`config.mk`:
```
export PLATFORM = sky130hd
export DESIGN_NAME = ig
export DESIGN_NICKNAME = d
export VERILOG_FILES = /design/src/common/ig_pkg.sv /design/src/rtl/img_fetch.sv /design/src/gradient/grad_window.sv /design/src/gradient/grad_calc.sv /design/src/rtl/grad_writer.sv /design/src/rtl/ig.sv
export VERILOG_INCLUDE_DIRS = /design/src /design/src/common
export SDC_FILE = /design/constraint.sdc
export NUM_CORES = 1
export LEC_CHECK = 0
export BUFFER_PORTS_ARGS = -buffer_cell sky130_fd_sc_hd__buf_2
export CAP_MARGIN = 20
export CORE_AREA = 2 2 71 141
export CTS_CLUSTER_SIZE = 8
export DETAILED_ROUTE_END_ITERATION = 8
export DIE_AREA = 0 0 73 143
export PLACE_DENSITY_LB_ADDON = 0.12
export SLEW_MARGIN = 10
export SYNTH_ARGS = -nofsm -noshare
export SYNTH_HDL_FRONTEND = slang
export SYNTH_SLANG_ARGS = --single-unit
export TNS_END_PERCENT = 5
```
`constraint.sdc`:
```
create_clock -name clk -period 2.5 [get_ports clk]
set_input_delay 0.25 -clock clk [delete_from_list [all_inputs] [get_ports clk]]
set_output_delay 0.25 -clock clk [all_outputs]
set_load 0.005 [all_outputs]
```
`src/common/ig_consts.svh`:
```
`ifndef IG_CONSTS_SVH
`define IG_CONSTS_SVH

// ----------------------------------------
// image geometry
// ----------------------------------------

// image width in pixels
`define IG_IMG_W 8
// image height in pixels
`define IG_IMG_H 8

// pixel address width, covers W*H locations
`define IG_ADDR_W 6

// ----------------------------------------
// data widths
// ----------------------------------------

// grayscale pixel
`define IG_PIX_W 8
// signed difference, pixel plus two bits
`define IG_DIFF_W 10

`endif

```
`src/common/ig_pkg.sv`:
```
package ig_pkg;

`include "ig_consts.svh"

    // one grayscale sample
    typedef logic [`IG_PIX_W-1:0] pixel_t;

    // raster address into either memory
    typedef logic [`IG_ADDR_W-1:0] addr_t;

    // fetched pixel with its own address
    typedef struct packed {
        logic   valid;
        pixel_t pixel;
        addr_t  addr;
    } pix_beat_t;

    // gradient word, gx in upper half like the memory word
    typedef struct packed {
        logic signed [`IG_DIFF_W-1:0] gx;
        logic signed [`IG_DIFF_W-1:0] gy;
    } grad_t;

    // gradient with its target address
    typedef struct packed {
        logic  valid;
        grad_t grad;
        addr_t addr;
    } grad_beat_t;

    // neighbourhood of pixel at addr
    typedef struct packed {
        logic   valid;
        addr_t  addr;
        pixel_t cur;
        pixel_t right;
        pixel_t below;
    } win_t;

endpackage

```
`src/rtl/img_fetch.sv`:
```
`timescale 1ns/1ns

`include "ig_consts.svh"

module img_fetch (
    input  logic              clk,
    input  logic              reset,
    output logic              img_rd,
    output ig_pkg::addr_t     img_addr,
    input  ig_pkg::pixel_t    img_di,
    output ig_pkg::pix_beat_t pix
);
    import ig_pkg::*;

    // last raster address of the frame
    localparam int unsigned LAST_ADDR = `IG_IMG_W * `IG_IMG_H - 1;

    // set once the whole frame has been requested
    logic finished;

    // read issued last cycle, data arrives now
    logic  rd_q;
    addr_t addr_q;

    // ----------------------------------------
    // read address generator
    // ----------------------------------------
    always_ff @(posedge clk) begin
        if (reset) begin
            img_rd   <= 1'b0;
            img_addr <= '0;
            finished <= 1'b0;
        end else if (img_rd) begin
            if (img_addr == addr_t'(LAST_ADDR)) begin
                // frame fully requested, stop for good
                img_rd   <= 1'b0;
                finished <= 1'b1;
            end else begin
                img_addr <= img_addr + 1'b1;
            end
        end else if (!finished) begin
            // first cycle out of reset
            img_rd <= 1'b1;
        end
    end

    // ----------------------------------------
    // pair returned data with its address
    // ----------------------------------------
    always_ff @(posedge clk) begin
        if (reset) begin
            rd_q <= 1'b0;
        end else begin
            rd_q <= img_rd;
        end
    end

    // address copy only matters while rd_q is set
    always_ff @(posedge clk) begin
        addr_q <= img_addr;
    end

    // memory has one-cycle latency, so data lines up with the copies
    assign pix.valid = rd_q;
    assign pix.pixel = img_di;
    assign pix.addr  = addr_q;

endmodule

```
`src/gradient/grad_window.sv`:
```
`timescale 1ns/1ns

`include "ig_consts.svh"

module grad_window (
    input  logic              clk,
    input  logic              reset,
    input  ig_pkg::pix_beat_t pix,
    output ig_pkg::win_t      win
);
    import ig_pkg::*;

    localparam int unsigned W = `IG_IMG_W;

    // stored taps, dly[0] newest
    // together with the incoming pixel this is W+1 deep
    pixel_t dly [W];

    // window registers
    logic   win_valid;
    addr_t  win_addr;
    pixel_t win_cur;
    pixel_t win_right;
    pixel_t win_below;

    // ----------------------------------------
    // delay line, one row plus one pixel
    // ----------------------------------------
    always_ff @(posedge clk) begin
        if (pix.valid) begin
            dly[0] <= pix.pixel;
            for (int k = 1; k < W; k++) begin
                dly[k] <= dly[k-1];
            end
        end
    end

    // ----------------------------------------
    // window output
    // ----------------------------------------
    // incoming addr a completes window for i = a - W
    // oldest tap is pixel i, next one is i+1
    always_ff @(posedge clk) begin
        if (reset) begin
            win_valid <= 1'b0;
        end else begin
            // first row only fills the line
            win_valid <= pix.valid && (pix.addr >= addr_t'(W));
        end
    end

    always_ff @(posedge clk) begin
        win_addr  <= pix.addr - addr_t'(W);
        win_cur   <= dly[W-1];
        win_right <= dly[W-2];
        win_below <= pix.pixel;
    end

    assign win.valid = win_valid;
    assign win.addr  = win_addr;
    assign win.cur   = win_cur;
    assign win.right = win_right;
    assign win.below = win_below;

endmodule

```
`src/gradient/grad_calc.sv`:
```
`timescale 1ns/1ns

`include "ig_consts.svh"

module grad_calc (
    input  logic               clk,
    input  logic               reset,
    input  ig_pkg::win_t       win,
    output ig_pkg::grad_beat_t grad
);
    import ig_pkg::*;

    localparam int unsigned W  = `IG_IMG_W;
    localparam int unsigned DW = `IG_DIFF_W;
    localparam int unsigned PW = `IG_PIX_W;

    // pixels widened to signed difference width
    logic signed [DW-1:0] cur_s;
    logic signed [DW-1:0] right_s;
    logic signed [DW-1:0] below_s;

    // right neighbour is on the next row here
    logic last_col;

    logic  grad_valid;
    grad_t grad_q;
    addr_t addr_q;

    // pixels are unsigned, so pad with zeros
    assign cur_s   = $signed({{(DW-PW){1'b0}}, win.cur});
    assign right_s = $signed({{(DW-PW){1'b0}}, win.right});
    assign below_s = $signed({{(DW-PW){1'b0}}, win.below});

    // column border test
    assign last_col = (win.addr % addr_t'(W)) == addr_t'(W - 1);

    // ----------------------------------------
    // filter and subtract
    // ----------------------------------------
    always_ff @(posedge clk) begin
        if (reset) begin
            grad_valid <= 1'b0;
        end else begin
            grad_valid <= win.valid && !last_col;
        end
    end

    always_ff @(posedge clk) begin
        grad_q.gx <= right_s - cur_s;
        grad_q.gy <= below_s - cur_s;
        addr_q    <= win.addr;
    end

    assign grad.valid = grad_valid;
    assign grad.grad  = grad_q;
    assign grad.addr  = addr_q;

endmodule

```
`src/rtl/grad_writer.sv`:
```
`timescale 1ns/1ns

`include "ig_consts.svh"

module grad_writer (
    input  logic               clk,
    input  logic               reset,
    input  ig_pkg::grad_beat_t grad,
    output logic               grad_wr,
    output ig_pkg::addr_t      grad_addr,
    output ig_pkg::grad_t      grad_do,
    output logic               done
);
    import ig_pkg::*;

    // interior positions, border is never written
    localparam int unsigned N_WR = (`IG_IMG_W - 1) * (`IG_IMG_H - 1);

    // writes already taken by the memory
    addr_t wr_cnt;

    // ----------------------------------------
    // write port
    // ----------------------------------------
    always_ff @(posedge clk) begin
        if (reset) begin
            grad_wr <= 1'b0;
        end else begin
            grad_wr <= grad.valid;
        end
    end

    always_ff @(posedge clk) begin
        grad_addr <= grad.addr;
        grad_do   <= grad.grad;
    end

    // ----------------------------------------
    // write count and done
    // ----------------------------------------
    always_ff @(posedge clk) begin
        if (reset) begin
            wr_cnt <= '0;
            done   <= 1'b0;
        end else if (grad_wr) begin
            wr_cnt <= wr_cnt + 1'b1;
            // final write happens this cycle
            if (wr_cnt == addr_t'(N_WR - 1)) begin
                done <= 1'b1;
            end
        end
    end

endmodule

```
`src/rtl/ig.sv`:
```
`timescale 1ns/1ns

module ig (
    input  logic           clk,
    input  logic           reset,
    // image memory read port
    output logic           img_rd,
    output ig_pkg::addr_t  img_addr,
    input  ig_pkg::pixel_t img_di,
    // gradient memory write port
    output logic           grad_wr,
    output ig_pkg::addr_t  grad_addr,
    output ig_pkg::grad_t  grad_do,
    output logic           done
);
    import ig_pkg::*;

    // ----------------------------------------
    // stage links
    // ----------------------------------------
    // valid bit only, every stage always accepts
    pix_beat_t  pix;
    win_t       win;
    grad_beat_t grad;

    // raster read, one beat per pixel
    img_fetch u_fetch (
        .clk      (clk),
        .reset    (reset),
        .img_rd   (img_rd),
        .img_addr (img_addr),
        .img_di   (img_di),
        .pix      (pix)
    );

    // row plus one delay line
    grad_window u_window (
        .clk   (clk),
        .reset (reset),
        .pix   (pix),
        .win   (win)
    );

    // column filter and differences
    grad_calc u_calc (
        .clk   (clk),
        .reset (reset),
        .win   (win),
        .grad  (grad)
    );

    // memory write and end of frame
    grad_writer u_writer (
        .clk       (clk),
        .reset     (reset),
        .grad      (grad),
        .grad_wr   (grad_wr),
        .grad_addr (grad_addr),
        .grad_do   (grad_do),
        .done      (done)
    );

endmodule

```
==> impl_results.md <==
- Status: finished, final reports clean
- Worst Path Class, Setup: reg -> reg
- Final Cycle Share: 77.3%
- Post-route setup TNS: 0 ns
- Synth-to-layout area growth: 19.8%
- Die Wd: 73 um
- Routed len/inst: approximately 14 um
- DRC viols: 0
- R2r endpoint: u_calc.grad[14]
- Clock sink total: around 170
- Hold Path Depth: 2
- CP endpoint kind: flip-flop
- Syn avg cell area: about 16 um^2
- CTS tree: built
- Reg2Reg Setup Slack: between 0.5 and 0.6 ns
- Number of gates resized after cts: 0
- Ports: 45
- Final setup viols: 0
- Final Skew: 0.0146 ns
- Total gr overflow: 0
- Initial DRC count: 120
- Drt first pass iters: 4
- Hold_sp: reset
- Core area: 0.00932 mm^2
- Crit path launch type: flip-flop
- Post-route minimum period: 1.93 ns
- Gr usage total: 15.9%
- Antenna violations before repair: 0
- RD Place Congestion: 0.838
- Vias in the first global route: around 2700
- ANT nets after route: 0
- Yosys cell types: 34
- Post-synthesis sequential area ratio: 78.8%
- Maximum clock rate: 517 MHz
- Post-Syn Nets: 357
- Fin nets: 424
- Starting Density: 54.3%
- FF-to-FF path depth: 8
- Worst VDD drop: ~670 uV
- Layout fillers: 689
- Port bufs: 44
- RSZ-0062 raised after global routing: false
- Diode count: 0
- Worst EP required: around 2.8 ns
- Hold Path End: u_writer.wr_cnt[4]
- Synthesized area: 0.00506 mm^2
- Leak pwr: 2.42 nW
- Cell Chain, Critical Path: inv_1, ha_1, fa_1, nor2b_2, o21ai_2, a21boi_1, o21ai_0, o2bb2ai_1
- Die area: between 0.01 and 0.015 mm^2
- Pins Over Slew Limit: 0
- Total chip power: around 0.0057 W
- Routed vias: 2567
- CTS max path bufs: 2
- H-Tree Level Count: 4
- CTS root buffer: clkbuf_16
- Synth top area share: 40.8%
- Layout cells sized above 1: 19.3%
- First-pass GRT wire length: 12200 um
- Max Cap Viol: 0
- Worst hold path class: in -> reg
- Total CTS buffers: 17
- Die extent in y: 143 um
- Yosys warnings: 0
- Max-slew headroom: between 50% and 60%
- Cell at the slowest stage of the critical path: fa_1
- Worst-path fanout max: 3
- Clk slew on worst S/H paths: 0.06 ns
- Pwr Density: ~950 mW/mm^2
- Fin. Hold Viols: 0
- Cell count after synthesis: 325
- Slew @ Worst Pin: 0.649 ns
- Data arrival, critical path: between 2 and 2.5 ns
- Clk_lat worst skew: between 0.4 and 0.5 ns
- Hpwl dp: 4760 um
- Placement Rows: 50
- Cell taking the most area after synthesis: dfxtp_1
- Vias per cell: 5.04
- DRT Wirelength: between 7000 and 8000 um
- Final Core Density: 65.0%
- Largest net degree at the start of global routing: 39
- Post-synthesis register bit count: 167
- Synth top area cells: dfxtp_1, edfxtp_1, ha_1
- Worst R2R Start: u_window.win_below[0]
- Critical Path Max Stage Delay: about 0.42 ns
-- state kept, by name, summed over array words and instances, names as in the netlist, 6 cells and up --
register	count
u_window.dly	64
u_calc.grad	18
u_writer.grad_do	18
u_window.win_below	8
u_window.win_cur	8
u_window.win_right	8
u_calc.addr_q	6
u_fetch.addr_q	6
u_fetch.img_addr	6
u_window.win_addr	6
u_writer.grad_addr	6
u_writer.wr_cnt	6
-- cells in the final DEF (no fill, tap or decap), types with 3 or more instances in the layout --
cell type / count
xor2_1: 5
dfxtp_1: 102
inv_1: 24
o21ai_0: 4
ha_1: 20
clkinv_2: 3
dlygate4sd3_1: 8
o21a_1: 7
buf_2: 44
nor2b_1: 4
a21oi_1: 8
nand4_1: 3
clkbuf_1: 5
or3_1: 4
clkbuf_16: 20
xnor2_1: 10
edfxtp_1: 64
nand2_1: 6
nand3_1: 3
nor2_1: 22
nor3_1: 6
o21ai_2: 3
-- cells by family after synthesis --
family,Yosys count,synth area share [%]
AOI/OAI and AO/OA,38,5.17
xor gates and xnor gates,15,2.60
adders and majority gates,22,5.74
buffers and inverters,29,2.37
DFF,167,78.8
muxes,2,0.396
and+or+nand+nor,52,4.97
-- where the power goes --
group / leakage [nW] / internal (W) / switching, W / total (W)
combinational: 0.677 / 0.000114 / 0.000115 / 0.000229
sequential: 1.46 / 0.00299 / 0.0000583 / 0.00305
clock: 0.287 / 0.00150 / 0.000965 / 0.00247
total: 2.42 / 0.00460 / 0.00114 / 0.00574
-- worst max-delay path: cells and delay by family (launching register included) --
kind / cells / cell delay (ns)
AOI/OAI and AO/OA: 4 / 0.66
buffers and inverters: 1 / 0.04
DFF: 1 / 0.31
adders and majority gates: 2 / 0.64
and+or+nand+nor: 1 / 0.14
-- layer usage --
metal / track usage [%] / up-vias / share of wire (%)
met2: 26.6 / 51 / 55
met5: 0 / - / 0
met4: 8.38 / 0 / 1.3
li1: - / 1254 / -
met3: 6.07 / 6 / 3.0
met1: 17.0 / 1256 / 40
-- metrics by stage --
| step | hold slack, ns | setup WS, ns | instances | instance area, um^2 |
|---|---|---|---|---|
| after floorplan | 0.278 | 0.393 | 325 | 5060 |
| after global placement | 0.311 | 0.661 | 469 | 5400 |
| after global routing | 0.240 | 0.420 | 509 | 6060 |
| final | 0.227 | 0.568 | 509 | 6060 |
| after CTS | 0.213 | 0.546 | 509 | 6060 |
| after detailed placement | 0.312 | 0.610 | 469 | 5400 |
-- what timing repair did --
item                                   in CTS  in global routing
hold buffers                                8                  0
buffers inserted                            0                  0
endpoints found under the hold margin       8                  0
-- final cells by class --
cell class | count | area [um^2] | area share [%]
inverter | 24 | 90.1 | 1.49
clock inverter | 5 | 32.5 | 0.537
multi-input combinational | 129 | 955 | 15.8
clock buffer | 27 | 547 | 9.02
tap | 104 | 130 | 2.15
timing repair buffer | 53 | 320 | 5.29
sequential | 167 | 3990 | 65.8
-- cell usage after synthesis (all sizes together) --
cell type / count
or3: 4
mux2i: 2
nor2: 22
a311oi: 1
o31a: 2
edfxtp: 64
o211ai: 2
o21ai: 7
a21oi: 8
and2b: 1
xor2: 5
nand3: 3
o2bb2ai: 2
fa: 2
nor3: 6
ha: 20
dfxtp: 103
a211oi: 2
inv: 24
nand2: 6
clkbuf: 1
o21a: 7
xnor2: 10
a31oi: 1
a21boi: 4
buf: 4
nand4: 3
nor3b: 1
nor2b: 6
o22ai: 2
-- worst max-delay path by stage --
stage / start / to / depth (start not counted)
after floorplan: u_fetch.rd_q / u_window.dly[0][0] / 0
after global placement: u_window.win_below[0] / u_calc.grad[14] / 8
after detailed placement: u_window.win_below[0] / u_calc.grad[14] / 8
after CTS: u_window.win_below[0] / u_calc.grad[14] / 8
after global routing: u_window.win_below[0] / u_calc.grad[14] / 8
final: u_window.win_below[0] / u_calc.grad[14] / 8
No activity file was read; power rests on OpenSTA's default activity.
